===== config.mk =====
export PLATFORM = sky130hd
export DESIGN_NAME = result_writeback_flat
export DESIGN_NICKNAME = d
export VERILOG_FILES = /design/src/include/rv32_opcodes.svh /design/src/source/rv_isa_pkg.sv /design/src/source/rv_pipe_pkg.sv /design/src/source/pipe_ifs.sv /design/src/source/result_writeback.sv /design/src/flat_wrapper.sv
export SDC_FILE = /design/constraint.sdc
export NUM_CORES = 2
export LEC_CHECK = 0
export BUFFER_PORTS_ARGS = -buffer_cell sky130_fd_sc_hd__buf_2
export CORE_MARGIN = 1.5
export CORE_UTILIZATION = 46
export DETAILED_ROUTE_END_ITERATION = 6
export SYNTH_ARGS = -nofsm -noshare
export SYNTH_HDL_FRONTEND = slang
export SYNTH_SLANG_ARGS = --single-unit

===== constraint.sdc =====
create_clock -name clock -period 2.05 [get_ports clock]
set_input_delay 0.3075 -clock clock [delete_from_list [all_inputs] [get_ports clock]]
set_output_delay 0.3075 -clock clock [all_outputs]
set_load 0.01 [all_outputs]

===== src/include/rv32_opcodes.svh =====
`ifndef RV32_OPCODES_SVH
`define RV32_OPCODES_SVH

`define RV32_LUI    32'b?????????????????????????0110111
`define RV32_AUIPC  32'b?????????????????????????0010111
`define RV32_JAL    32'b?????????????????????????1101111
`define RV32_JALR   32'b?????????????????000?????1100111
`define RV32_BEQ    32'b?????????????????000?????1100011
`define RV32_BNE    32'b?????????????????001?????1100011
`define RV32_BLT    32'b?????????????????100?????1100011
`define RV32_BGE    32'b?????????????????101?????1100011
`define RV32_BLTU   32'b?????????????????110?????1100011
`define RV32_BGEU   32'b?????????????????111?????1100011
`define RV32_ADDI   32'b?????????????????000?????0010011
`define RV32_SLTI   32'b?????????????????010?????0010011
`define RV32_SLTIU  32'b?????????????????011?????0010011
`define RV32_XORI   32'b?????????????????100?????0010011
`define RV32_ORI    32'b?????????????????110?????0010011
`define RV32_ANDI   32'b?????????????????111?????0010011
`define RV32_SLLI   32'b0000000??????????001?????0010011
`define RV32_SRLI   32'b0000000??????????101?????0010011
`define RV32_SRAI   32'b0100000??????????101?????0010011
`define RV32_ADD    32'b0000000??????????000?????0110011
`define RV32_SUB    32'b0100000??????????000?????0110011
`define RV32_SLL    32'b0000000??????????001?????0110011
`define RV32_SLT    32'b0000000??????????010?????0110011
`define RV32_SLTU   32'b0000000??????????011?????0110011
`define RV32_XOR    32'b0000000??????????100?????0110011
`define RV32_SRL    32'b0000000??????????101?????0110011
`define RV32_SRA    32'b0100000??????????101?????0110011
`define RV32_OR     32'b0000000??????????110?????0110011
`define RV32_AND    32'b0000000??????????111?????0110011
`define RV32_MUL    32'b0000001??????????000?????0110011
`define RV32_MULH   32'b0000001??????????001?????0110011
`define RV32_MULHSU 32'b0000001??????????010?????0110011
`define RV32_MULHU  32'b0000001??????????011?????0110011
`define RV32_WFI    32'b00010000010100000000000001110011

`endif


===== src/source/rv_isa_pkg.sv =====
`default_nettype none

package rv_isa_pkg;

	parameter int XLEN = 32;
	parameter int REG_IDX_W = 5;

	typedef enum logic [1:0] {
		FU_ALU,
		FU_MULT,
		FU_BRANCH
	} fu_sel_e;

	typedef enum logic [3:0] {
		ALU_ADD,
		ALU_SUB,
		ALU_SLT,
		ALU_SLTU,
		ALU_AND,
		ALU_OR,
		ALU_XOR,
		ALU_SLL,
		ALU_SRL,
		ALU_SRA
	} alu_op_e;

	typedef enum logic [1:0] {
		MULT,
		MULH,
		MULHSU,
		MULHU
	} mult_op_e;

	typedef enum logic [2:0] {
		BR_EQ,
		BR_NE,
		BR_LT,
		BR_GE,
		BR_LTU,
		BR_GEU,
		BR_JUMP // jal and jalr
	} br_op_e;

	typedef enum logic [1:0] {
		OPA_IS_RS1,
		OPA_IS_PC,
		OPA_IS_ZERO
	} opa_sel_e;

	typedef enum logic [2:0] {
		OPB_IS_RS2,
		OPB_IS_I_IMM,
		OPB_IS_U_IMM,
		OPB_IS_B_IMM,
		OPB_IS_J_IMM
	} opb_sel_e;

	// immediates, sign extended to XLEN
	function automatic logic [XLEN-1:0] i_imm(input logic [31:0] inst);
		return {{20{inst[31]}}, inst[31:20]};
	endfunction

	function automatic logic [XLEN-1:0] u_imm(input logic [31:0] inst);
		return {inst[31:12], 12'b0};
	endfunction

	function automatic logic [XLEN-1:0] b_imm(input logic [31:0] inst);
		return {{19{inst[31]}}, inst[31], inst[7], inst[30:25], inst[11:8], 1'b0};
	endfunction

	function automatic logic [XLEN-1:0] j_imm(input logic [31:0] inst);
		return {{11{inst[31]}}, inst[31], inst[19:12], inst[20], inst[30:21], 1'b0};
	endfunction

endpackage

`default_nettype wire


===== src/source/rv_pipe_pkg.sv =====
`default_nettype none

package rv_pipe_pkg;

	// decode -> execute packet, 90 bits
	typedef struct packed {
		logic [rv_isa_pkg::XLEN-1:0]      pc;
		rv_isa_pkg::fu_sel_e              fu_sel;
		logic [3:0]                       op; // alu, mult or branch op by fu_sel
		rv_isa_pkg::opa_sel_e             opa_sel;
		rv_isa_pkg::opb_sel_e             opb_sel;
		logic [rv_isa_pkg::REG_IDX_W-1:0] rd;
		logic [rv_isa_pkg::REG_IDX_W-1:0] rs1;
		logic [rv_isa_pkg::REG_IDX_W-1:0] rs2;
		logic [rv_isa_pkg::XLEN-1:0]      imm; // already picked for the format
	} decoded_inst_t;

	// execute -> writeback packet, 70 bits
	typedef struct packed {
		logic [rv_isa_pkg::REG_IDX_W-1:0] rd;
		logic [rv_isa_pkg::XLEN-1:0]      value;
		logic                             branch_taken;
		logic [rv_isa_pkg::XLEN-1:0]      branch_target;
	} exec_result_t;

endpackage

`default_nettype wire


===== src/source/pipe_ifs.sv =====
`timescale 1ns/100ps
`default_nettype none


// combinational register file read, x0 reads zero
interface regread_if;
	logic [rv_isa_pkg::REG_IDX_W-1:0] rs1_idx;
	logic [rv_isa_pkg::REG_IDX_W-1:0] rs2_idx;
	logic [rv_isa_pkg::XLEN-1:0]      rs1_data;
	logic [rv_isa_pkg::XLEN-1:0]      rs2_data;

	modport requester(
		output rs1_idx,
		output rs2_idx,
		input  rs1_data,
		input  rs2_data
	);
	modport responder(
		input  rs1_idx,
		input  rs2_idx,
		output rs1_data,
		output rs2_data
	);
endinterface

// execute result, one-cycle strobe
interface retire_if;
	logic                      valid;
	rv_pipe_pkg::exec_result_t res;

	modport producer(output valid, output res);
	modport consumer(input valid, input res);
endinterface

`default_nettype wire


===== src/source/result_writeback.sv =====
`timescale 1ns/100ps
`default_nettype none

module result_writeback #(
	parameter int REG_COUNT = 32
) (
	input  wire logic    clock,
	input  wire logic    rst_n,
	regread_if.responder rf,
	retire_if.consumer   ret,
	output logic [31:0]  retire_count
);

	localparam int IDX_W = $clog2(REG_COUNT);

	logic [rv_isa_pkg::XLEN-1:0] regs [REG_COUNT];
	logic wr_en;

	// async reads, x0 and out of range indices read zero
	always_comb begin
		rf.rs1_data = '0;
		rf.rs2_data = '0;
		if (rf.rs1_idx != '0 && rf.rs1_idx < REG_COUNT)
			rf.rs1_data = regs[rf.rs1_idx[IDX_W-1:0]];
		if (rf.rs2_idx != '0 && rf.rs2_idx < REG_COUNT)
			rf.rs2_data = regs[rf.rs2_idx[IDX_W-1:0]];
	end

	assign wr_en = ret.valid && (ret.res.rd != '0) && (ret.res.rd < REG_COUNT);

	always_ff @(posedge clock or negedge rst_n) begin
		if (!rst_n) begin
			for (int i = 0; i < REG_COUNT; i++)
				regs[i] <= '0;
		end else if (wr_en) begin
			regs[ret.res.rd[IDX_W-1:0]] <= ret.res.value;
		end
	end

	always_ff @(posedge clock or negedge rst_n) begin
		if (!rst_n)
			retire_count <= '0;
		else if (ret.valid)
			retire_count <= retire_count + 32'd1; // rd 0 results count too
	end

	// decoder should have filtered these
	a_rd_in_range: assert property (@(posedge clock) disable iff (!rst_n)
		ret.valid |-> (ret.res.rd < REG_COUNT));

endmodule

`default_nettype wire


===== src/flat_wrapper.sv =====
// flat-port wrapper written by rule: the top's interface ports become plain ports
module result_writeback_flat 
#(
	parameter int REG_COUNT = 32
)
  (clock, rst_n, retire_count, rf_rs1_idx, rf_rs2_idx, rf_rs1_data, rf_rs2_data, ret_valid, ret_res);
  regread_if rf_i ();
  retire_if ret_i ();
  input  wire logic clock;
  input  wire logic rst_n;
  output logic [31:0] retire_count;
  input wire logic [$bits(rf_i.rs1_idx)-1:0] rf_rs1_idx;
  input wire logic [$bits(rf_i.rs2_idx)-1:0] rf_rs2_idx;
  output wire logic [$bits(rf_i.rs1_data)-1:0] rf_rs1_data;
  output wire logic [$bits(rf_i.rs2_data)-1:0] rf_rs2_data;
  input wire logic [$bits(ret_i.valid)-1:0] ret_valid;
  input wire logic [$bits(ret_i.res)-1:0] ret_res;
  assign rf_i.rs1_idx = rf_rs1_idx;
  assign rf_i.rs2_idx = rf_rs2_idx;
  assign rf_rs1_data = rf_i.rs1_data;
  assign rf_rs2_data = rf_i.rs2_data;
  assign ret_i.valid = ret_valid;
  assign ret_i.res = ret_res;
  result_writeback #(.REG_COUNT(REG_COUNT)) u_core (.clock(clock), .rst_n(rst_n), .rf(rf_i), .ret(ret_i), .retire_count(retire_count));
endmodule

[Word-level counts from Yosys, hierarchy flattened]
Index checks and enable logic that the tools add are counted.
Storage, ports and cells
  register bits after elaboration: 1056
  bits of input ports: 83
  output and inout port bits: 96
  logic and storage cells: 57
Operators by class
  $add $sub $neg: 1
  $lt $le $gt $ge: 4
  multiplexer cells: 11
  bitwise operators: 3
  reductions and logical operators: 5
Operators with widths (number)
  $bwmux W1024: 1
  $bmux W32 S5: 2
  $mux W32: 7
  $demux W32 S5: 1
  $add A32 B1 Y32 const B: 1
  $ge A6 B6 Y1 const B: 3
  $not A5 Y6: 3
  $reduce_bool A5 Y1: 3
  $lt A6 B1 Y1 const B: 1
  $logic_and A1 B1 Y1: 2

[Depth between registers and ports, before layout]
  depth after elaboration: 6
  depth in mapped cells: 9
  mapped depth without buffers: 5

[Worst setup path after synthesis]
OpenSTA, ideal clock, no wires.
  path type: input-to-output
  from: input port rf_rs1_idx[1]
  to: output port rf_rs1_data[27]
  data arrival time: 1.945 ns
  required time: 1.742 ns
  setup slack: -0.203 ns
  stages on the path: 7
  path buffers: 3
  path through: buf_2 > buf_2 > buf_2 > mux2_2 > a221oi_1 > a21oi_1 > a211o_1
Between the ends
  cells in the longest elaborated chain, start to end: 5
  elaborated cells between the ends (all ways): 6
  those cells by class: mux (4); bitwise (1); reduce/logical (1)
Ends and longest elaborated chain
  start, declared: line flat_wrapper.sv:12  | input wire logic [$bits(rf_i.rs1_idx)-1:0] rf_rs1_idx;
  $not A5 Y6 (not written as such): line result_writeback.sv:24  | rf.rs1_data = regs[rf.rs1_idx[IDX_W-1:0]];
  $bmux W32 S5: line result_writeback.sv:24
  $mux W32 (not written as such) (2 in a row): line result_writeback.sv:24
  $mux W32 (*): line result_writeback.sv:23  | if (rf.rs1_idx != '0 && rf.rs1_idx < REG_COUNT)
  end, declared: line flat_wrapper.sv:14  | output wire logic [$bits(rf_i.rs1_data)-1:0] rf_rs1_data;
Every way passes the cells marked *; elsewhere a longest branch is shown, timed or not. The select of a mux whose other input is x is not followed.

[Worst setup path in the final report]
  from: register u_core.regs[133] (netlist bit)
  to: output port rf_rs1_data[5]
Between the ends
  cells in the longest elaborated chain, start to end: 4
Ends and longest elaborated chain
  start, declared: line result_writeback.sv:16  | logic [rv_isa_pkg::XLEN-1:0] regs [REG_COUNT];
  start signal, assigned by index: line result_writeback.sv:36  | regs[ret.res.rd[IDX_W-1:0]] <= ret.res.value;
  $bmux W32 S5: line result_writeback.sv:24
  $mux W32 (not written as such) (2 in a row): line result_writeback.sv:24
  $mux W32: line result_writeback.sv:23
No other way between the ends. The select of a mux whose other input is x is not followed.

==> impl_metrics.xml <==
<?xml version="1.0" encoding="UTF-8"?>
<metrics>
  <group name="placement">
    <metric name="finalWeightedCongestion" unit="">0.848</metric>
    <metric name="detailedPlace.worstSlack" unit="ns">-0.638</metric>
    <metric name="dp_hpwl" unit="µm">123000</metric>
    <metric name="total_of_buffers_placed_on_input_and_output_ports" unit="">145</metric>
    <metric name="place_area" unit="mm²">0.0634</metric>
  </group>
  <group name="timing">
    <metric name="final-hold-violation-count" unit="">0</metric>
    <metric name="clock_skew" unit="ns">0.0115</metric>
    <metric name="fmax" unit="MHz">356</metric>
    <metric name="totalNegativeSetupSlack" unit="ns">-40.93</metric>
    <metric name="maxSlewViolCount" unit="">0</metric>
    <metric name="report.final.setup_viol" unit="">64</metric>
    <metric name="max_slew_margin" unit="%">24.9</metric>
    <metric name="finalWorstPathRequiredPeriod" unit="ns">2.81</metric>
    <metric name="layout_setup_ws" unit="ns">-0.760</metric>
    <metric name="rsz0062_at_grt" unit="">true</metric>
    <metric name="fin_crit_sh" unit="%">137</metric>
    <metric name="worst-slew-pin-transition" unit="ns">1.12</metric>
  </group>
  <group name="route">
    <metric name="route.detailed.drc" unit="">0</metric>
    <metric name="num_vias" unit="">37700</metric>
    <metric name="antenna_violating_nets_post_route" unit="">0</metric>
    <metric name="detail_route.first_pass.iterations" unit="">6</metric>
    <metric name="wire_per_inst" unit="µm">32.0</metric>
    <metric name="dr.first_iter.drc_count" unit="">3624</metric>
    <metric name="routed_wl" unit="µm">188000</metric>
    <metric name="vias_per_cell" unit="">6.44</metric>
  </group>
  <group name="cts">
    <metric name="tritoncts.num_buffers" unit="">119</metric>
    <metric name="clock_sink_count" unit="">1056</metric>
    <metric name="post_cts_clock_slew_at_the_launch_and_capture_registers_of_the_worst_setup_and_hold_paths" unit="ns">0.06</metric>
    <metric name="clock_path_buffers" unit="">3</metric>
    <metric name="worst_skew_late_latency" unit="ns">0.75</metric>
    <metric name="cts.root.buffer_cell" unit="">sky130_fd_sc_hd__clkbuf_16</metric>
    <metric name="cts_tree" unit="">yes</metric>
    <metric name="h_tree_lvl_count" unit="">3</metric>
  </group>
  <group name="floorplanning">
    <metric name="chipHeight" unit="µm">350</metric>
    <metric name="die_area" unit="mm²">0.123</metric>
    <metric name="pin_count" unit="">179</metric>
    <metric name="core_box_area" unit="mm²">0.120</metric>
    <metric name="floorplan.die.width" unit="µm">350</metric>
    <metric name="initial_core_util" unit="%">46.3</metric>
    <metric name="placementRows" unit="">127</metric>
  </group>
  <group name="critical_path">
    <metric name="crit_chain" unit="">buf_4 -&gt; mux4_2 -&gt; mux2i_2 -&gt; o22ai_2 -&gt; a211o_4 -&gt; buf_6</metric>
    <metric name="crit_fanout" unit="">2</metric>
    <metric name="cp_data_arrival_time" unit="ns">2.50</metric>
    <metric name="criticalPathCategory" unit="">reg -&gt; out</metric>
    <metric name="critical-path-max-stage-delay" unit="ns">0.46</metric>
    <metric name="critPathLaunchType" unit="">register</metric>
    <metric name="timing.critical_path.to_type" unit="">primary output</metric>
    <metric name="slowest_stage" unit="">sky130_fd_sc_hd__mux4_2</metric>
    <metric name="cp.required" unit="ns">1.74</metric>
  </group>
  <group name="logic_synthesis">
    <metric name="cell_variety_after_synth" unit="">47</metric>
    <metric name="post_synth_edffs" unit="">0</metric>
    <metric name="synth_seq_area_share" unit="%">47.7</metric>
    <metric name="post-synth-top-area-fraction" unit="%">47.7</metric>
    <metric name="register_bit_total_from_synthesis" unit="">1056</metric>
    <metric name="synth_top_cells_by_area" unit="">sky130_fd_sc_hd__dfrtp_1 (48%), sky130_fd_sc_hd__mux2_2 (20%), sky130_fd_sc_hd__mux4_2 (17%)</metric>
    <metric name="number_of_cells_produced_by_synthesis" unit="">3745</metric>
    <metric name="synth_async_sr_flop_share" unit="%">100</metric>
    <metric name="mappedNetlistNets" unit="">3829</metric>
    <metric name="yosysWarnings" unit="">0</metric>
    <metric name="mappedNetlistArea" unit="mm²">0.0554</metric>
    <metric name="primary_ff_master_synth" unit="">sky130_fd_sc_hd__dfrtp_1</metric>
    <metric name="synth.avg_cell_area" unit="µm²">14.8</metric>
    <metric name="yosys.area.top_type" unit="">sky130_fd_sc_hd__dfrtp_1</metric>
  </group>
  <group name="grt">
    <metric name="residual_overflow_from_global_routing" unit="">0</metric>
    <metric name="grtUsageTotal" unit="%">31.0</metric>
    <metric name="initial_antenna_violation_count" unit="">10</metric>
    <metric name="grt_pass1_wl" unit="µm">276000</metric>
    <metric name="first_global_vias" unit="">38300</metric>
    <metric name="grt_start_max_net_pins" unit="">103</metric>
  </group>
  <group name="layout">
    <metric name="final_cell_area" unit="mm²">0.0686</metric>
    <metric name="fillCellCount" unit="">9466</metric>
    <metric name="syn_to_final_growth" unit="%">23.8</metric>
    <metric name="layout-drive-gt1-share" unit="%">59.8</metric>
    <metric name="final_core_utilization" unit="%">57.3</metric>
    <metric name="num-nets-final" unit="">4226</metric>
  </group>
  <group name="status">
    <metric name="violations" unit="">negative setup slack</metric>
    <metric name="outcome" unit="">complete, but fails checks</metric>
  </group>
  <group name="power">
    <metric name="vdd.ir_drop.worst" unit="V">0.000874</metric>
    <metric name="leak_pwr" unit="nW">30.3</metric>
    <metric name="cellPowerDensity" unit="mW/mm²">940</metric>
  </group>
  <group name="flow_run">
    <metric name="maximum_capacitance_violations" unit="">0</metric>
  </group>
  <group name="worst_hold_path">
    <metric name="worstHoldPathType" unit="">in -&gt; async</metric>
  </group>
</metrics>
==> critical path: cells and delay by family (launching register included) <==
kind	cells	cell delay (ns)
flip-flops	1	0.38
buffers and inverters	2	0.27
AO/OA/AOI/OAI	2	0.45
multiplexers	2	0.66
==> cell families (layout without fill, tap and decap cells) <==
group | Yosys count | count (layout) | share of synthesized area, %
flops | 1056 | 1056 | 47.7
simple gates | 243 | 243 | 2.22
fa+ha+maj | 1 | 1 | 0.0226
buf+inv | 458 | 957 | 3.69
xor+xnor | 30 | 30 | 0.474
mux | 1625 | 1625 | 41.3
other cells | 0 | 7 | 0
compound gates | 332 | 332 | 4.61
==> cell usage in the layout, fill, tap and decap left out, types with 36 or more instances in the layout <==
cell type / netlist / layout
sky130_fd_sc_hd__mux4_2: 425 / 425
sky130_fd_sc_hd__buf_4: 27 / 366
sky130_fd_sc_hd__mux2_2: 999 / 999
sky130_fd_sc_hd__o22ai_1: 55 / 43
sky130_fd_sc_hd__mux2i_1: 183 / 172
sky130_fd_sc_hd__buf_12: 0 / 177
sky130_fd_sc_hd__dfrtp_1: 1056 / 1056
sky130_fd_sc_hd__buf_6: 11 / 36
sky130_fd_sc_hd__a211oi_2: 0 / 38
sky130_fd_sc_hd__buf_2: 114 / 124
sky130_fd_sc_hd__nand2_1: 89 / 77
sky130_fd_sc_hd__clkbuf_16: 0 / 119
sky130_fd_sc_hd__a22o_1: 62 / 56
sky130_fd_sc_hd__a21oi_1: 46 / 46
==> final cells by class <==
class / count / area, µm² / share of cell area (%)
timing repair buffer: 708 / 7390 / 10.8
tap: 1612 / 2020 / 2.94
antenna: 7 / 17.5 / 0.0255
multi-input combinational: 2231 / 28500 / 41.5
clock buffer: 161 / 3400 / 4.95
inverter: 26 / 103 / 0.150
clock inverter: 62 / 751 / 1.09
sequential: 1056 / 26400 / 38.5
==> layer usage <==
layer	vias to the layer above	share of wire, %	global-route usage, %
li1	15300	-	-
met1	20600	44	45.8
met2	1541	45	46.7
met3	304	8.1	5.82
met4	4	2.9	8.89
met5	-	0.0091	0
==> power by group <==
group          switching (mW)  total, mW  internal [mW]
registers                3.05       27.8           24.8
logic                    5.60       14.2           8.59
clock network            9.30       22.5           13.2
==> metrics by stage <==
step | total power, mW | cells | hold slack (ns)
final | 64.5 | 5863 | 0.0769
after global routing | 67.1 | 5858 | 0.0877
after CTS | 64.5 | 5852 | 0.0416
after detailed placement | 41.6 | 5629 | 0.261
after global placement | 41.2 | 5629 | 0.252
after floorplan | 36.4 | 3745 | 0.0119
==> registers in the layout, indices dropped and copies added, names as in the netlist <==
name / count
u_core.regs: 1024
u_core.retire_count: 32
==> Yosys cell counts, types with 24 or more instances <==
| cell type | n |
|---|---|
| sky130_fd_sc_hd__o221ai_1 | 31 |
| sky130_fd_sc_hd__dfrtp_1 | 1056 |
| sky130_fd_sc_hd__xnor2_1 | 24 |
| sky130_fd_sc_hd__nand2_1 | 89 |
| sky130_fd_sc_hd__a22o_1 | 62 |
| sky130_fd_sc_hd__mux2_2 | 999 |
| sky130_fd_sc_hd__inv_1 | 26 |
| sky130_fd_sc_hd__a21oi_1 | 46 |
| sky130_fd_sc_hd__buf_1 | 49 |
| sky130_fd_sc_hd__o22ai_1 | 55 |
| sky130_fd_sc_hd__a211oi_1 | 47 |
| sky130_fd_sc_hd__clkbuf_1 | 231 |
| sky130_fd_sc_hd__mux4_2 | 425 |
| sky130_fd_sc_hd__buf_4 | 27 |
| sky130_fd_sc_hd__buf_2 | 114 |
| sky130_fd_sc_hd__nor3_1 | 40 |
| sky130_fd_sc_hd__mux2i_1 | 183 |
==> timing repair <==
action                                  in CTS  in global routing
gates resized for setup                    110                 53
setup buffers                               14                  5
hold buffers                                 1                  0
endpoints found under the setup margin      64                 64
pin swaps                                  111                 29
endpoints found under the hold margin      347                  0
==> worst paths after layout <==
| kind | start | endpoint | slack (ns) | cells after the start |
|---|---|---|---|---|
| max | u_core.regs[133] | rf_rs1_data[5] | -0.76 | 6 |
| min | rst_n | u_core.regs[59] | 0.08 | 2 |
| max reg2reg | u_core.retire_count[2] | u_core.retire_count[31] | 0.50 | 5 |
| min reg2reg | u_core.regs[1014] | u_core.regs[1014] | 0.38 | 0 |
| max in group asynchronous | rst_n | u_core.regs[263] | 0.96 | 3 |
| min in group clock | ret_valid | u_core.retire_count[2] | 0.18 | 4 |
Note: power is estimated with default switching activity, not from simulation.
