## src/include/rv32_opcodes.svh

```systemverilog
`ifndef RV32_OPCODES_SVH
`define RV32_OPCODES_SVH

`define RV32_LUI    32'b?????????????????????????0110111
`define RV32_AUIPC  32'b?????????????????????????0010111
`define RV32_JAL    32'b?????????????????????????1101111
`define RV32_JALR   32'b?????????????????000?????1100111
`define RV32_BEQ    32'b?????????????????000?????1100011
`define RV32_BNE    32'b?????????????????001?????1100011
`define RV32_BLT    32'b?????????????????100?????1100011
`define RV32_BGE    32'b?????????????????101?????1100011
`define RV32_BLTU   32'b?????????????????110?????1100011
`define RV32_BGEU   32'b?????????????????111?????1100011
`define RV32_ADDI   32'b?????????????????000?????0010011
`define RV32_SLTI   32'b?????????????????010?????0010011
`define RV32_SLTIU  32'b?????????????????011?????0010011
`define RV32_XORI   32'b?????????????????100?????0010011
`define RV32_ORI    32'b?????????????????110?????0010011
`define RV32_ANDI   32'b?????????????????111?????0010011
`define RV32_SLLI   32'b0000000??????????001?????0010011
`define RV32_SRLI   32'b0000000??????????101?????0010011
`define RV32_SRAI   32'b0100000??????????101?????0010011
`define RV32_ADD    32'b0000000??????????000?????0110011
`define RV32_SUB    32'b0100000??????????000?????0110011
`define RV32_SLL    32'b0000000??????????001?????0110011
`define RV32_SLT    32'b0000000??????????010?????0110011
`define RV32_SLTU   32'b0000000??????????011?????0110011
`define RV32_XOR    32'b0000000??????????100?????0110011
`define RV32_SRL    32'b0000000??????????101?????0110011
`define RV32_SRA    32'b0100000??????????101?????0110011
`define RV32_OR     32'b0000000??????????110?????0110011
`define RV32_AND    32'b0000000??????????111?????0110011
`define RV32_MUL    32'b0000001??????????000?????0110011
`define RV32_MULH   32'b0000001??????????001?????0110011
`define RV32_MULHSU 32'b0000001??????????010?????0110011
`define RV32_MULHU  32'b0000001??????????011?????0110011
`define RV32_WFI    32'b00010000010100000000000001110011

`endif

```

## src/source/rv_isa_pkg.sv

```systemverilog
`default_nettype none

package rv_isa_pkg;

	parameter int XLEN = 32;
	parameter int REG_IDX_W = 5;

	typedef enum logic [1:0] {
		FU_ALU,
		FU_MULT,
		FU_BRANCH
	} fu_sel_e;

	typedef enum logic [3:0] {
		ALU_ADD,
		ALU_SUB,
		ALU_SLT,
		ALU_SLTU,
		ALU_AND,
		ALU_OR,
		ALU_XOR,
		ALU_SLL,
		ALU_SRL,
		ALU_SRA
	} alu_op_e;

	typedef enum logic [1:0] {
		MULT,
		MULH,
		MULHSU,
		MULHU
	} mult_op_e;

	typedef enum logic [2:0] {
		BR_EQ,
		BR_NE,
		BR_LT,
		BR_GE,
		BR_LTU,
		BR_GEU,
		BR_JUMP // jal and jalr
	} br_op_e;

	typedef enum logic [1:0] {
		OPA_IS_RS1,
		OPA_IS_PC,
		OPA_IS_ZERO
	} opa_sel_e;

	typedef enum logic [2:0] {
		OPB_IS_RS2,
		OPB_IS_I_IMM,
		OPB_IS_U_IMM,
		OPB_IS_B_IMM,
		OPB_IS_J_IMM
	} opb_sel_e;

	// immediates, sign extended to XLEN
	function automatic logic [XLEN-1:0] i_imm(input logic [31:0] inst);
		return {{20{inst[31]}}, inst[31:20]};
	endfunction

	function automatic logic [XLEN-1:0] u_imm(input logic [31:0] inst);
		return {inst[31:12], 12'b0};
	endfunction

	function automatic logic [XLEN-1:0] b_imm(input logic [31:0] inst);
		return {{19{inst[31]}}, inst[31], inst[7], inst[30:25], inst[11:8], 1'b0};
	endfunction

	function automatic logic [XLEN-1:0] j_imm(input logic [31:0] inst);
		return {{11{inst[31]}}, inst[31], inst[19:12], inst[20], inst[30:21], 1'b0};
	endfunction

endpackage

`default_nettype wire

```

## src/source/rv_pipe_pkg.sv

```systemverilog
`default_nettype none

package rv_pipe_pkg;

	// decode -> execute packet, 90 bits
	typedef struct packed {
		logic [rv_isa_pkg::XLEN-1:0]      pc;
		rv_isa_pkg::fu_sel_e              fu_sel;
		logic [3:0]                       op; // alu, mult or branch op by fu_sel
		rv_isa_pkg::opa_sel_e             opa_sel;
		rv_isa_pkg::opb_sel_e             opb_sel;
		logic [rv_isa_pkg::REG_IDX_W-1:0] rd;
		logic [rv_isa_pkg::REG_IDX_W-1:0] rs1;
		logic [rv_isa_pkg::REG_IDX_W-1:0] rs2;
		logic [rv_isa_pkg::XLEN-1:0]      imm; // already picked for the format
	} decoded_inst_t;

	// execute -> writeback packet, 70 bits
	typedef struct packed {
		logic [rv_isa_pkg::REG_IDX_W-1:0] rd;
		logic [rv_isa_pkg::XLEN-1:0]      value;
		logic                             branch_taken;
		logic [rv_isa_pkg::XLEN-1:0]      branch_target;
	} exec_result_t;

endpackage

`default_nettype wire

```

## src/source/pipe_ifs.sv

```systemverilog
`timescale 1ns/100ps
`default_nettype none

// decoded instruction, one-cycle strobe
interface decode_if;
	logic                       valid;
	rv_pipe_pkg::decoded_inst_t inst;

	modport producer(output valid, output inst);
	modport consumer(input valid, input inst);
endinterface


`default_nettype wire

```

## src/source/inst_decoder.sv

```systemverilog
`timescale 1ns/100ps
`default_nettype none

`include "rv32_opcodes.svh"

module inst_decoder #(
	parameter int REG_COUNT = 32
) (
	input  wire logic        clock,
	input  wire logic        rst_n,
	input  wire logic        inst_valid,
	input  wire logic [31:0] inst,
	input  wire logic [31:0] pc,
	output logic             halt,
	output logic             illegal,
	decode_if.producer       dec
);

	logic [3:0] op;
	logic known;
	logic is_wfi;
	logic bad_reg;
	logic accept;
	rv_pipe_pkg::decoded_inst_t nxt;

	// operation select; anything not listed is illegal
	always_comb begin
		op = 4'(rv_isa_pkg::ALU_ADD);
		known = 1'b1;
		is_wfi = 1'b0;
		casez (inst)
			`RV32_LUI, `RV32_AUIPC, `RV32_ADDI, `RV32_ADD: op = 4'(rv_isa_pkg::ALU_ADD);
			`RV32_SUB:                op = 4'(rv_isa_pkg::ALU_SUB);
			`RV32_SLTI, `RV32_SLT:    op = 4'(rv_isa_pkg::ALU_SLT);
			`RV32_SLTIU, `RV32_SLTU:  op = 4'(rv_isa_pkg::ALU_SLTU);
			`RV32_ANDI, `RV32_AND:    op = 4'(rv_isa_pkg::ALU_AND);
			`RV32_ORI, `RV32_OR:      op = 4'(rv_isa_pkg::ALU_OR);
			`RV32_XORI, `RV32_XOR:    op = 4'(rv_isa_pkg::ALU_XOR);
			`RV32_SLLI, `RV32_SLL:    op = 4'(rv_isa_pkg::ALU_SLL);
			`RV32_SRLI, `RV32_SRL:    op = 4'(rv_isa_pkg::ALU_SRL);
			`RV32_SRAI, `RV32_SRA:    op = 4'(rv_isa_pkg::ALU_SRA);
			`RV32_MUL:                op = 4'(rv_isa_pkg::MULT);
			`RV32_MULH:               op = 4'(rv_isa_pkg::MULH);
			`RV32_MULHSU:             op = 4'(rv_isa_pkg::MULHSU);
			`RV32_MULHU:              op = 4'(rv_isa_pkg::MULHU);
			`RV32_BEQ:                op = 4'(rv_isa_pkg::BR_EQ);
			`RV32_BNE:                op = 4'(rv_isa_pkg::BR_NE);
			`RV32_BLT:                op = 4'(rv_isa_pkg::BR_LT);
			`RV32_BGE:                op = 4'(rv_isa_pkg::BR_GE);
			`RV32_BLTU:               op = 4'(rv_isa_pkg::BR_LTU);
			`RV32_BGEU:               op = 4'(rv_isa_pkg::BR_GEU);
			`RV32_JAL, `RV32_JALR:    op = 4'(rv_isa_pkg::BR_JUMP);
			`RV32_WFI:                is_wfi = 1'b1;
			default:                  known = 1'b0; // loads, stores, csr, unknown
		endcase
	end

	// format: unit, operand selects and register fields from the major opcode
	always_comb begin
		nxt.pc = pc;
		nxt.fu_sel = rv_isa_pkg::FU_ALU;
		nxt.op = op;
		nxt.opa_sel = rv_isa_pkg::OPA_IS_RS1;
		nxt.opb_sel = rv_isa_pkg::OPB_IS_RS2;
		nxt.rd = '0;
		nxt.rs1 = '0;
		nxt.rs2 = '0;
		case (inst[6:0])
			7'b0110111, 7'b0010111: begin // lui, auipc
				nxt.opa_sel = inst[5] ? rv_isa_pkg::OPA_IS_ZERO : rv_isa_pkg::OPA_IS_PC;
				nxt.opb_sel = rv_isa_pkg::OPB_IS_U_IMM;
				nxt.rd = inst[11:7];
			end
			7'b1101111: begin // jal
				nxt.fu_sel = rv_isa_pkg::FU_BRANCH;
				nxt.opa_sel = rv_isa_pkg::OPA_IS_PC;
				nxt.opb_sel = rv_isa_pkg::OPB_IS_J_IMM;
				nxt.rd = inst[11:7];
			end
			7'b1100111: begin // jalr
				nxt.fu_sel = rv_isa_pkg::FU_BRANCH;
				nxt.opb_sel = rv_isa_pkg::OPB_IS_I_IMM;
				nxt.rd = inst[11:7];
				nxt.rs1 = inst[19:15];
			end
			7'b1100011: begin // conditional branches write nothing
				nxt.fu_sel = rv_isa_pkg::FU_BRANCH;
				nxt.opa_sel = rv_isa_pkg::OPA_IS_PC;
				nxt.opb_sel = rv_isa_pkg::OPB_IS_B_IMM;
				nxt.rs1 = inst[19:15];
				nxt.rs2 = inst[24:20];
			end
			7'b0010011: begin
				nxt.opb_sel = rv_isa_pkg::OPB_IS_I_IMM;
				nxt.rd = inst[11:7];
				nxt.rs1 = inst[19:15];
			end
			7'b0110011: begin
				nxt.fu_sel = inst[25] ? rv_isa_pkg::FU_MULT : rv_isa_pkg::FU_ALU;
				nxt.rd = inst[11:7];
				nxt.rs1 = inst[19:15];
				nxt.rs2 = inst[24:20];
			end
			default: ;
		endcase
		case (nxt.opb_sel)
			rv_isa_pkg::OPB_IS_I_IMM: nxt.imm = rv_isa_pkg::i_imm(inst);
			rv_isa_pkg::OPB_IS_U_IMM: nxt.imm = rv_isa_pkg::u_imm(inst);
			rv_isa_pkg::OPB_IS_B_IMM: nxt.imm = rv_isa_pkg::b_imm(inst);
			rv_isa_pkg::OPB_IS_J_IMM: nxt.imm = rv_isa_pkg::j_imm(inst);
			default:                  nxt.imm = '0;
		endcase
	end

	// rv32e has only 16 registers
	assign bad_reg = (nxt.rd >= REG_COUNT) || (nxt.rs1 >= REG_COUNT) || (nxt.rs2 >= REG_COUNT);
	assign accept = inst_valid && !halt; // dead after wfi

	always_ff @(posedge clock or negedge rst_n) begin
		if (!rst_n) begin
			dec.valid <= 1'b0;
			illegal <= 1'b0;
			halt <= 1'b0;
		end else begin
			dec.valid <= accept && known && !is_wfi && !bad_reg;
			illegal <= accept && (!known || bad_reg);
			if (accept && is_wfi)
				halt <= 1'b1; // sticky
		end
	end

	always_ff @(posedge clock) begin
		dec.inst <= nxt;
	end

	a_valid_not_illegal: assert property (@(posedge clock) disable iff (!rst_n)
		!(dec.valid && illegal));

endmodule

`default_nettype wire

```

## src/flat_wrapper.sv

```systemverilog
// flat-port wrapper written by rule: the top's interface ports become plain ports
module inst_decoder_flat 
#(
	parameter int REG_COUNT = 32
)
  (clock, rst_n, inst_valid, inst, pc, halt, illegal, dec_valid, dec_inst);
  decode_if dec_i ();
  input  wire logic clock;
  input  wire logic rst_n;
  input  wire logic inst_valid;
  input  wire logic [31:0] inst;
  input  wire logic [31:0] pc;
  output logic halt;
  output logic illegal;
  output wire logic [$bits(dec_i.valid)-1:0] dec_valid;
  output wire logic [$bits(dec_i.inst)-1:0] dec_inst;
  assign dec_valid = dec_i.valid;
  assign dec_inst = dec_i.inst;
  inst_decoder #(.REG_COUNT(REG_COUNT)) u_core (.clock(clock), .rst_n(rst_n), .inst_valid(inst_valid), .inst(inst), .pc(pc), .halt(halt), .illegal(illegal), .dec(dec_i));
endmodule
```

## config.mk

```make
export PLATFORM = sky130hd
export DESIGN_NAME = inst_decoder_flat
export DESIGN_NICKNAME = d
export VERILOG_FILES = /design/src/source/rv_isa_pkg.sv /design/src/source/rv_pipe_pkg.sv /design/src/source/pipe_ifs.sv /design/src/source/inst_decoder.sv /design/src/flat_wrapper.sv
export VERILOG_INCLUDE_DIRS = /design/src /design/src/include
export SDC_FILE = /design/constraint.sdc
export NUM_CORES = 1
export LEC_CHECK = 0
export BUFFER_PORTS_ARGS = -buffer_cell sky130_fd_sc_hd__buf_2
export CAP_MARGIN = 20
export CORE_ASPECT_RATIO = 1.75
export CORE_MARGIN = 2
export CORE_UTILIZATION = 40
export DETAILED_ROUTE_END_ITERATION = 10
export PLACE_DENSITY = 0.75
export SYNTH_ARGS = -nofsm -noshare
export SYNTH_HDL_FRONTEND = slang
export SYNTH_SLANG_ARGS = --single-unit
```

## constraint.sdc

```tcl
create_clock -name clock -period 1.25 [get_ports clock]
set_clock_uncertainty 0.2 [all_clocks]
set_input_delay 0.25 -clock clock [delete_from_list [all_inputs] [get_ports clock]]
set_output_delay 0.25 -clock clock [all_outputs]
set_load 0.1 [all_outputs]
```

==> results.sh, run 1 <==
export IMPL_status="aborted with a tool error"
export IMPL_haltStage="global routing"
export IMPL_error="[ERROR DPL-0038] Utilization greater than 100%, impossible to legalize"
export IMPL_htreeDepth=3
export IMPL_syn_cell_area_sq_mm=0.00302
export IMPL_boundaryPins=160
export IMPL_synth_top_area_cell="dfxtp_1"
export IMPL_gp_congestion=0.916
export IMPL_root_buffer="clkbuf_16"
export IMPL_cts_buffers=9
export IMPL_synth_edff_count=0
export IMPL_synth_cell_type_count=53
export IMPL_syn_avg_cell_area_sq_um=11.5
export IMPL_worst_endpoint="u_core.illegal$_DFF_PN0_/D"
export IMPL_ys_ff_latch=93
export IMPL_dieHeight_um=119
export IMPL_worst_ep_kind="sequential cell input"
export IMPL_ys_flop_type="dfxtp_1"
export IMPL_grt_max_degree=14
export IMPL_netlist_top_cells_area="dfxtp_1 (60%), a21o_1 (5.2%), and2_1 (3.7%)"
export IMPL_initial_core_util_pct=40.5
export IMPL_async_flop_share_pct=3.23
export IMPL_yosysWarnings=0
export IMPL_dp_hpwl_mm=9.64
export IMPL_cts_max_path_buffers=2
export IMPL_rows=42
export IMPL_yosysTopAreaCellShare_pct=59.6
export IMPL_yosysMostFrequentCell="dfxtp_1"
export IMPL_synth_fp_nets=330
export IMPL_port_buffers=159
export IMPL_cts_sinks=93
export IMPL_yosysSeqAreaShare_pct=62.1
export IMPL_ys_top_cells_by_count="dfxtp_1 (90), a21o_1 (21), and2_1 (18)"
export IMPL_netlist_instances=263
export IMPL_dieWidth_um=69.7
[through the flow]
| step | util, % | setup WS (ps) | cell area [sq um] | instances | hold WS, ps |
|---|---|---|---|---|---|
| 2_1_floorplan | - | -394 | 3270 | 263 | -246 |
| 3_3_place_gp | 80.1 | -813 | 5980 | 568 | -155 |
| 3_5_place_dp | 80.1 | -877 | 5980 | 568 | -150 |
| 4_1_cts | 93.2 | -262 | 6960 | 626 | 8.02 |
[cells by family after synthesis]
group	Yosys count	share of synthesized area [%]
AO/OA/AOI/OAI	48	12.0
XOR/XNOR	1	0.290
buffers and inverters	17	3.23
flip-flops	93	62.1
multiplexers	1	0.331
AND/OR/NAND/NOR	103	22.1
[timing repair]
| item | 4_1_cts |
|---|---|
| hold buffers | 35 |
| endpoints found under the setup margin | 151 |
| pin swaps | 20 |
| endpoints found under the hold margin | 37 |
| gates resized for setup | 79 |
| setup buffers | 11 |
==> run 2, diff against run 1 <==
- CORE_ASPECT_RATIO: 1.75 -> unset
- CORE_UTILIZATION: 40 -> 25
- PLACE_DENSITY: 0.75 -> unset
- PLACE_DENSITY_LB_ADDON: unset -> 0.15
- clock period: 1.25 -> 1.6 ns (I/O delays scaled with it)
==> results.sh, run 2 <==
export IMPL_status="finished clean"
export IMPL_post_route_period_util_pct=99.7
export IMPL_dieWidth_um=114
export IMPL_grt_overflow=0
export IMPL_final_cell_count_no_fill=679
export IMPL_reg2regPathDepth=2
export IMPL_final_cell_mix="buf_4 (96), dfxtp_1 (90), buf_2 (73), clkbuf_4 (37), dlygate4sd3_1 (33)"
export IMPL_grt_pass1_vias=2917
export IMPL_final_core_util_pct=48.5
export IMPL_max_flop_register="u_core.dec.inst"
export IMPL_port_buffers=159
export IMPL_ys_top_cells_by_count="dfxtp_1 (90), a21o_1 (21), and2_1 (18)"
export IMPL_nFillCells=1111
export IMPL_syn_to_final_growth_pct=90.9
export IMPL_vias=2953
export IMPL_wl_mm=10.3
export IMPL_crit_cells=1
export IMPL_vias_per_cell=4.35
export IMPL_initial_core_util_pct=25.4
export IMPL_n_antenna_cell=0
export IMPL_cap_violations=0
export IMPL_rows=40
export IMPL_hold_class="input port to flop"
export IMPL_ys_ff_latch=93
export IMPL_crit_family="buffers and inverters"
export IMPL_netlist_instances=263
export IMPL_ys_flop_type="dfxtp_1"
export IMPL_hold_viol=0
export IMPL_dieArea_sq_mm=0.0130
export IMPL_dp_hpwl_mm=7.74
export IMPL_boundaryPins=160
export IMPL_fin_ws_ps=5.03
export IMPL_cts_tree="yes"
export IMPL_largest_reg_flops=90
export IMPL_core_sq_mm=0.0119
export IMPL_grt_pass1_wl_mm=15.3
export IMPL_arrival_ps=1070
export IMPL_cts_max_path_buffers=2
export IMPL_drtIter0Drc=96
export IMPL_root_buffer="clkbuf_16"
export IMPL_netlist_top_cells_area="dfxtp_1 (60%), a21o_1 (5.2%), and2_1 (3.7%)"
export IMPL_gp_congestion=0.833
export IMPL_slew_limit_headroom_pct=67.3
export IMPL_path_cells="buf_2"
export IMPL_pre_cts_ws_ps=-398
export IMPL_cp_max_fo=1
export IMPL_grt_util_all_layers_pct=15.6
export IMPL_yosysWarnings=0
export IMPL_leakagePower_nw=2.84
export IMPL_syn_avg_cell_area_sq_um=11.5
export IMPL_yosysMostFrequentCell="dfxtp_1"
export IMPL_drive_gt1_share_pct=51.9
export IMPL_yosysTopAreaCellShare_pct=59.6
export IMPL_place_inst=628
export IMPL_cts_buffers=9
export IMPL_htreeDepth=3
export IMPL_clk_pin_slew_worst_paths_ps=60
export IMPL_worst_pin_slew_ps=494
export IMPL_worstSkewPairLatency_ps=330
export IMPL_worstSetupStartpointType="flop"
export IMPL_powerDensity_mw_per_mm2=954
export IMPL_finalCriticalPeriod_ps=1590
export IMPL_crit_type="flop to primary output"
export IMPL_rsz0062_at_grt="yes"
export IMPL_drv_slew=0
export IMPL_critPathSlowestCell="buf_2"
export IMPL_antenna_found_initial=0
export IMPL_syn_cell_area_sq_mm=0.00302
export IMPL_synth_fp_nets=330
export IMPL_endpoint_kind="primary output"
export IMPL_drt_first_pass_iters=4
export IMPL_synth_top_area_cell="dfxtp_1"
export IMPL_async_flop_share_pct=3.23
export IMPL_finalSetupViolations=0
export IMPL_max_stage_delay_ps=420
export IMPL_synth_cell_type_count=53
export IMPL_dieHeight_um=114
export IMPL_grt_max_degree=15
export IMPL_cp_required_ps=1080
export IMPL_whs_path_depth=2
export IMPL_wl_per_cell_um=15.2
export IMPL_synth_edff_count=0
export IMPL_ir_drop_mv=0.476
export IMPL_fin_nets=595
export IMPL_postRouteAntennaNets=0
export IMPL_layout_commonest_cell="buf_4"
export IMPL_fmax_ghz=0.627
export IMPL_yosysSeqAreaShare_pct=62.1
export IMPL_critPathBufInv=1
export IMPL_route_detailed_drc=0
export IMPL_cts_sinks=93
[run 2: cell counts after synthesis]
Identical to the previous run, type by type.
[run 2: cell families (layout without fill, tap and decap cells)]
family	count (synthesis)	after routing	share of synthesized area (%)
buf+inv	17	286	3.23
xor+xnor	1	1	0.290
simple gates	103	103	22.1
compound gates	48	48	12.0
mux	1	1	0.331
flops	93	93	62.1
[run 2: final cells by class]
cell class	count	area, sq um	area share [%]
clock buffers	12	246	4.27
clock inverters	3	45.0	0.780
inverters	3	11.3	0.195
multi-input cells	153	1140	19.8
flip-flops and latches	93	1880	32.5
well taps	147	184	3.19
repair buffers	268	2270	39.2
[run 2: what timing repair did]
item / in CTS / in global routing
setup buffers: 0 / 3
hold buffers: 33 / 0
pin swaps: 2 / 7
gates resized for setup: 29 / 50
hold endpoints to repair: 35 / 0
setup endpoints to repair: 28 / 60
[run 2: power by group]
| part | internal (W) | switching [W] |
|---|---|---|
| clock | 0.00125 | 0.000834 |
| combinational | 0.000351 | 0.000675 |
| sequential | 0.00238 | 0.0000219 |
[run 2: worst paths after layout]
path / start / to / slack [ps]
max: u_core.dec.inst[59] / dec_inst[59] / 5
min: inst_valid / u_core.halt / 30
max reg2reg: u_core.halt / u_core.dec.valid / 250
min reg2reg: u_core.halt / u_core.halt / 370
max in group asynchronous: rst_n / u_core.halt / 940
min in group asynchronous: rst_n / u_core.illegal / 130
[run 2: metal layers]
| layer | part of all wire, % | routed length (um) | up-vias | track usage [%] |
|---|---|---|---|---|
| li1 | - | - | 1447 | - |
| met4 | 1.4 | 143 | 0 | 5.20 |
| met2 | 49 | 5060 | 125 | 26.5 |
| met3 | 7.6 | 786 | 11 | 5.26 |
| met1 | 42 | 4310 | 1370 | 18.6 |
| met5 | 0 | 0 | - | 0 |
[run 2: through the flow]
step	instance area [sq um]	total power (W)	setup TNS (ps)	hold WS, ps
3_5_place_dp	4900	0.00338	-13220	-71.3
5_1_grt	5770	0.00571	-55.7	21.5
2_1_floorplan	3070	0.00303	-1460	-176
4_1_cts	5600	0.00556	-4.46	20.6
3_3_place_gp	4900	0.00338	-13030	-74.8
6_report	5770	0.00551	0	34.8
Note: power is estimated with default switching activity, not from simulation.
==> run 3, diff against run 2 <==
- HOLD_SLACK_MARGIN: unset -> 0.12
==> results.sh, run 3 (synthesis results as in run 2) <==
export IMPL_status="finished clean"
export IMPL_grt_overflow=0
export IMPL_worstSkewPairLatency_ps=330
export IMPL_vias_per_cell=4.33
export IMPL_drive_gt1_share_pct=50.0
export IMPL_cp_required_ps=1080
export IMPL_worstSetupStartpointType="flop"
export IMPL_gp_congestion=0.833
export IMPL_boundaryPins=160
export IMPL_endpoint_kind="primary output"
export IMPL_grt_pass1_wl_mm=15.8
export IMPL_fmax_ghz=0.627
export IMPL_dieArea_sq_mm=0.0130
export IMPL_postRouteAntennaNets=0
export IMPL_rows=40
export IMPL_max_flop_register="u_core.dec.inst"
export IMPL_rrSetupSlack_ps=250
export IMPL_vias=3016
export IMPL_post_route_period_util_pct=99.6
export IMPL_cts_tree="yes"
export IMPL_regToRegStartpoint="u_core.halt"
export IMPL_crit_type="flop to primary output"
export IMPL_use_met1_pct=18.9
export IMPL_route_detailed_drc=0
export IMPL_antenna_found_initial=0
export IMPL_grt_max_degree=15
export IMPL_ir_drop_mv=0.478
export IMPL_path_cells="buf_2"
export IMPL_critPathSlowestCell="buf_2"
export IMPL_leakagePower_nw=2.92
export IMPL_cap_violations=0
export IMPL_reg2regPathDepth=2
export IMPL_dieWidth_um=114
export IMPL_final_cell_mix="buf_4 (94), dfxtp_1 (90), buf_2 (70), dlygate4sd3_1 (52), clkbuf_4 (38)"
export IMPL_syn_to_final_growth_pct=97.6
export IMPL_arrival_ps=1070
export IMPL_finalSetupViolations=0
export IMPL_htreeDepth=3
export IMPL_initial_core_util_pct=25.4
export IMPL_slew_limit_headroom_pct=67.3
export IMPL_busiest_layer="met2"
export IMPL_drt_first_pass_iters=4
export IMPL_max_stage_delay_ps=420
export IMPL_gr_usage_met2_pct=27.4
export IMPL_crit_cells=1
export IMPL_powerDensity_mw_per_mm2=929
export IMPL_rsz0062_at_grt="yes"
export IMPL_grt_util_all_layers_pct=16.0
export IMPL_met3_usage_pct=5.26
export IMPL_cp_max_fo=1
export IMPL_final_cell_count_no_fill=697
export IMPL_dieHeight_um=114
export IMPL_grt_pass1_vias=3019
export IMPL_reg2reg_to="u_core.dec.valid"
export IMPL_port_buffers=159
export IMPL_root_buffer="clkbuf_16"
export IMPL_crit_start="u_core.dec.inst[59]"
export IMPL_wl_per_cell_um=15.1
export IMPL_cts_max_path_buffers=2
export IMPL_place_inst=628
export IMPL_cts_buffers=9
export IMPL_final_core_util_pct=50.2
export IMPL_n_antenna_cell=0
export IMPL_cts_sinks=93
export IMPL_drv_slew=0
export IMPL_wl_mm=10.5
export IMPL_finalCriticalPeriod_ps=1590
export IMPL_critPathBufInv=1
export IMPL_cp_endpoint="dec_inst[59]"
export IMPL_hold_viol=0
export IMPL_worst_pin_slew_ps=494
export IMPL_dp_hpwl_mm=7.74
export IMPL_hold_class="input port to flop"
export IMPL_crit_family="buffers and inverters"
export IMPL_core_sq_mm=0.0119
export IMPL_layout_commonest_cell="buf_4"
export IMPL_fin_nets=613
export IMPL_drtIter0Drc=119
export IMPL_clk_pin_slew_worst_paths_ps=60
export IMPL_largest_reg_flops=90
==> run 3: cell count changes in the layout (fill, tap and decap cells not counted) <==
cell           previous run  this run
dlygate4sd3_1            33        52
buf_2                    73        70
buf_6                     1         4
buf_4                    96        94
clkbuf_4                 37        38
==> run 3: cell type report <==
cell class	count	area, sq um
clock buffers	12	246
clock inverters	3	45.0
repair buffers	286	2470
multi-input cells	153	1140
well taps	147	184
fillers	1096	5940
flip-flops and latches	93	1880
inverters	3	11.3
==> run 3: worst min path at each step <==
stage | startpoint | endpoint | slack [ps] | cells after the start
2_1_floorplan | rst_n | u_core.dec.valid | -180 | 0
3_3_place_gp | rst_n | u_core.dec.valid | -70 | 1
3_5_place_dp | rst_n | u_core.dec.valid | -70 | 1
4_1_cts | inst[28] | u_core.dec.inst[28] | 140 | 3
5_1_grt | inst[1] | u_core.dec.inst[57] | 140 | 4
6_report | inst[1] | u_core.dec.inst[57] | 140 | 4
==> run 3: worst register-to-register path: stages (launching register included) <==
cell and delay (ps):
dfrtp_2 450, or3b_2 470, a21oi_1 150
==> run 3: stage by stage <==
step / setup TNS (ps) / setup WS, ps / area [sq um] / power (W) / hold WS (ps)
floorplan: -1460 / -114 / 3070 / 0.00303 / -176
global placement: -13030 / -508 / 4900 / 0.00338 / -74.8
detailed placement: -13220 / -398 / 4900 / 0.00338 / -71.3
CTS: -0.376 / -0.376 / 5790 / 0.00559 / 139
global route: -58.6 / -32.5 / 5980 / 0.00576 / 139
finish: 0 / 5.69 / 5980 / 0.00555 / 138
==> run 3: per-layer routing <==
metal  vias to the layer above  part of all wire (%)
met3                        10                   7.5
met2                       124                    49
li1                       1481                     -
met1                      1401                    42
met4                         0                   1.4
met5                         -                     0
==> run 3: report_power, final <==
part	internal (W)	leakage [nW]	switching, W
clock network	0.00125	0.143	0.000836
registers	0.00238	0.776	0.0000219
logic	0.000385	2.00	0.000681
total	0.00401	2.92	0.00154
==> run 3: repair_timing <==
| action | in CTS | in global routing |
|---|---|---|
| hold buffers | 52 | 0 |
| gates resized for setup | 29 | 56 |
| setup endpoints to repair | 28 | 61 |
| cloned | 0 | 0 |
| buffers inserted | 0 | 2 |
| pin swaps | 2 | 9 |
| hold endpoints to repair | 68 | 0 |
==> run 4, diff against run 3 <==
- CORE_ASPECT_RATIO: unset -> 1.2
==> results.sh, run 4 (synthesis results as in run 2) <==
export IMPL_max_flop_register="u_core.dec.inst"
export IMPL_arrival_ps=1650
export IMPL_worst_pin_slew_ps=484
export IMPL_vias=3005
export IMPL_slew_limit_headroom_pct=68.0
export IMPL_cts_max_path_buffers=2
export IMPL_n_antenna_cell=0
export IMPL_core_sq_mm=0.0119
export IMPL_drive_gt1_share_pct=50.5
export IMPL_largest_reg_flops=90
export IMPL_syn_to_final_growth_pct=100
export IMPL_fin_total_pwr_w=0.00576
export IMPL_initial_core_util_pct=25.3
export IMPL_clk_pin_slew_worst_paths_ps=70
export IMPL_cap_violations=0
export IMPL_finalCriticalPeriod_ps=1580
export IMPL_worstSkewPairLatency_ps=340
export IMPL_grt_pass1_vias=3156
export IMPL_gp_congestion=0.860
export IMPL_status="finished clean"
export IMPL_grt_max_degree=17
export IMPL_finalSetupViolations=0
export IMPL_cp_required_ps=1680
export IMPL_met3_usage_pct=5.34
export IMPL_final_cell_mix="buf_4 (95), dfxtp_1 (90), buf_2 (66), dlygate4sd3_1 (51), clkbuf_4 (47)"
export IMPL_cts_buffers=9
export IMPL_dieHeight_um=124
export IMPL_final_core_util_pct=50.6
export IMPL_worstSetupStartpointType="input port"
export IMPL_cts_sinks=93
export IMPL_postRouteAntennaNets=0
export IMPL_root_buffer="clkbuf_16"
export IMPL_drtIter0Drc=108
export IMPL_cp_max_fo=3
export IMPL_route_detailed_drc=0
export IMPL_gr_usage_met2_pct=28.8
export IMPL_post_route_period_util_pct=98.6
export IMPL_cts_tree="yes"
export IMPL_dieWidth_um=104
export IMPL_busiest_layer="met2"
export IMPL_boundaryPins=160
export IMPL_leakagePower_nw=2.94
export IMPL_ir_drop_mv=0.462
export IMPL_hold_viol=0
export IMPL_fmax_ghz=0.634
export IMPL_port_buffers=159
export IMPL_antenna_found_initial=0
export IMPL_dp_hpwl_mm=7.91
export IMPL_wl_per_cell_um=14.9
export IMPL_powerDensity_mw_per_mm2=953
export IMPL_fin_nets=616
export IMPL_dieArea_sq_mm=0.0130
export IMPL_htreeDepth=3
export IMPL_layout_commonest_cell="buf_4"
export IMPL_crit_type="input port to flop"
export IMPL_drt_first_pass_iters=4
export IMPL_vias_per_cell=4.21
export IMPL_rsz0062_at_grt="yes"
export IMPL_grt_pass1_wl_mm=16.7
export IMPL_wl_mm=10.6
export IMPL_grt_util_all_layers_pct=16.6
export IMPL_drv_slew=0
export IMPL_use_met1_pct=19.5
export IMPL_hold_class="input port to flop"
export IMPL_rows=44
export IMPL_endpoint_kind="flop"
export IMPL_grt_overflow=0
## run 4: final timing paths
kind                       cells after the start   startpoint                   to  slack (ps)
hold / removal                                 3     inst[25]  u_core.dec.inst[25]         140
setup reg to reg                               2  u_core.halt     u_core.dec.valid         300
setup / recovery                               7      inst[0]       u_core.illegal          20
hold reg to reg                                1  u_core.halt          u_core.halt         330
max in group asynchronous                      3        rst_n          u_core.halt         410
min in group asynchronous                      3        rst_n       u_core.illegal         630
## run 4: final cells by class
type                       instances  area (sq um)
fill                            1077          5900
sequential                        93          1880
clock buffer                       9           225
multi-input combinational        153          1170
inverter                           3          11.3
tap                              161           201
timing repair buffer             289          2470
clock inverter                     6          95.1
## run 4: power breakdown
| group | internal [W] | switching [W] |
|---|---|---|
| combinational | 0.000375 | 0.000684 |
| sequential | 0.00238 | 0.0000219 |
| clock | 0.00138 | 0.000927 |
| total | 0.00413 | 0.00163 |
## run 4: metrics by stage
step           instance area [sq um]  hold slack, ps  setup slack (ps)  instances  TNS, ps
2_1_floorplan                   3070            -176              -114        263    -1460
3_3_place_gp                    4910           -81.2              -489        645   -12010
3_5_place_dp                    4910           -78.1              -423        645   -11260
4_1_cts                         5850             123             -30.2        713    -30.2
5_1_grt                         6050             164             -45.9        714    -47.4
6_report                        6050             137              22.7        714        0
## run 4: metal layers
metal / wire length (um) / part of all wire (%) / vias to the layer above
met5: 0 / 0 / -
met4: 184 / 1.7 / 0
met3: 670 / 6.3 / 11
met2: 5340 / 50 / 120
met1: 4430 / 42 / 1387
li1: - / - / 1487
## run 4: worst max-delay path, cell delays in order
cell      delay [ps]
buf_2            100
nor4bb_2         160
buf_4            150
and3_1           190
and3_1           200
a221oi_2         290
and4b_1          240
## run 4: repair_timing
action | CTS | global route
pin swaps | 6 | 5
gates resized for setup | 29 | 59
buffers inserted | 2 | 2
setup endpoints to repair | 22 | 58
hold buffers | 51 | 0
endpoints found under the hold margin | 65 | 0
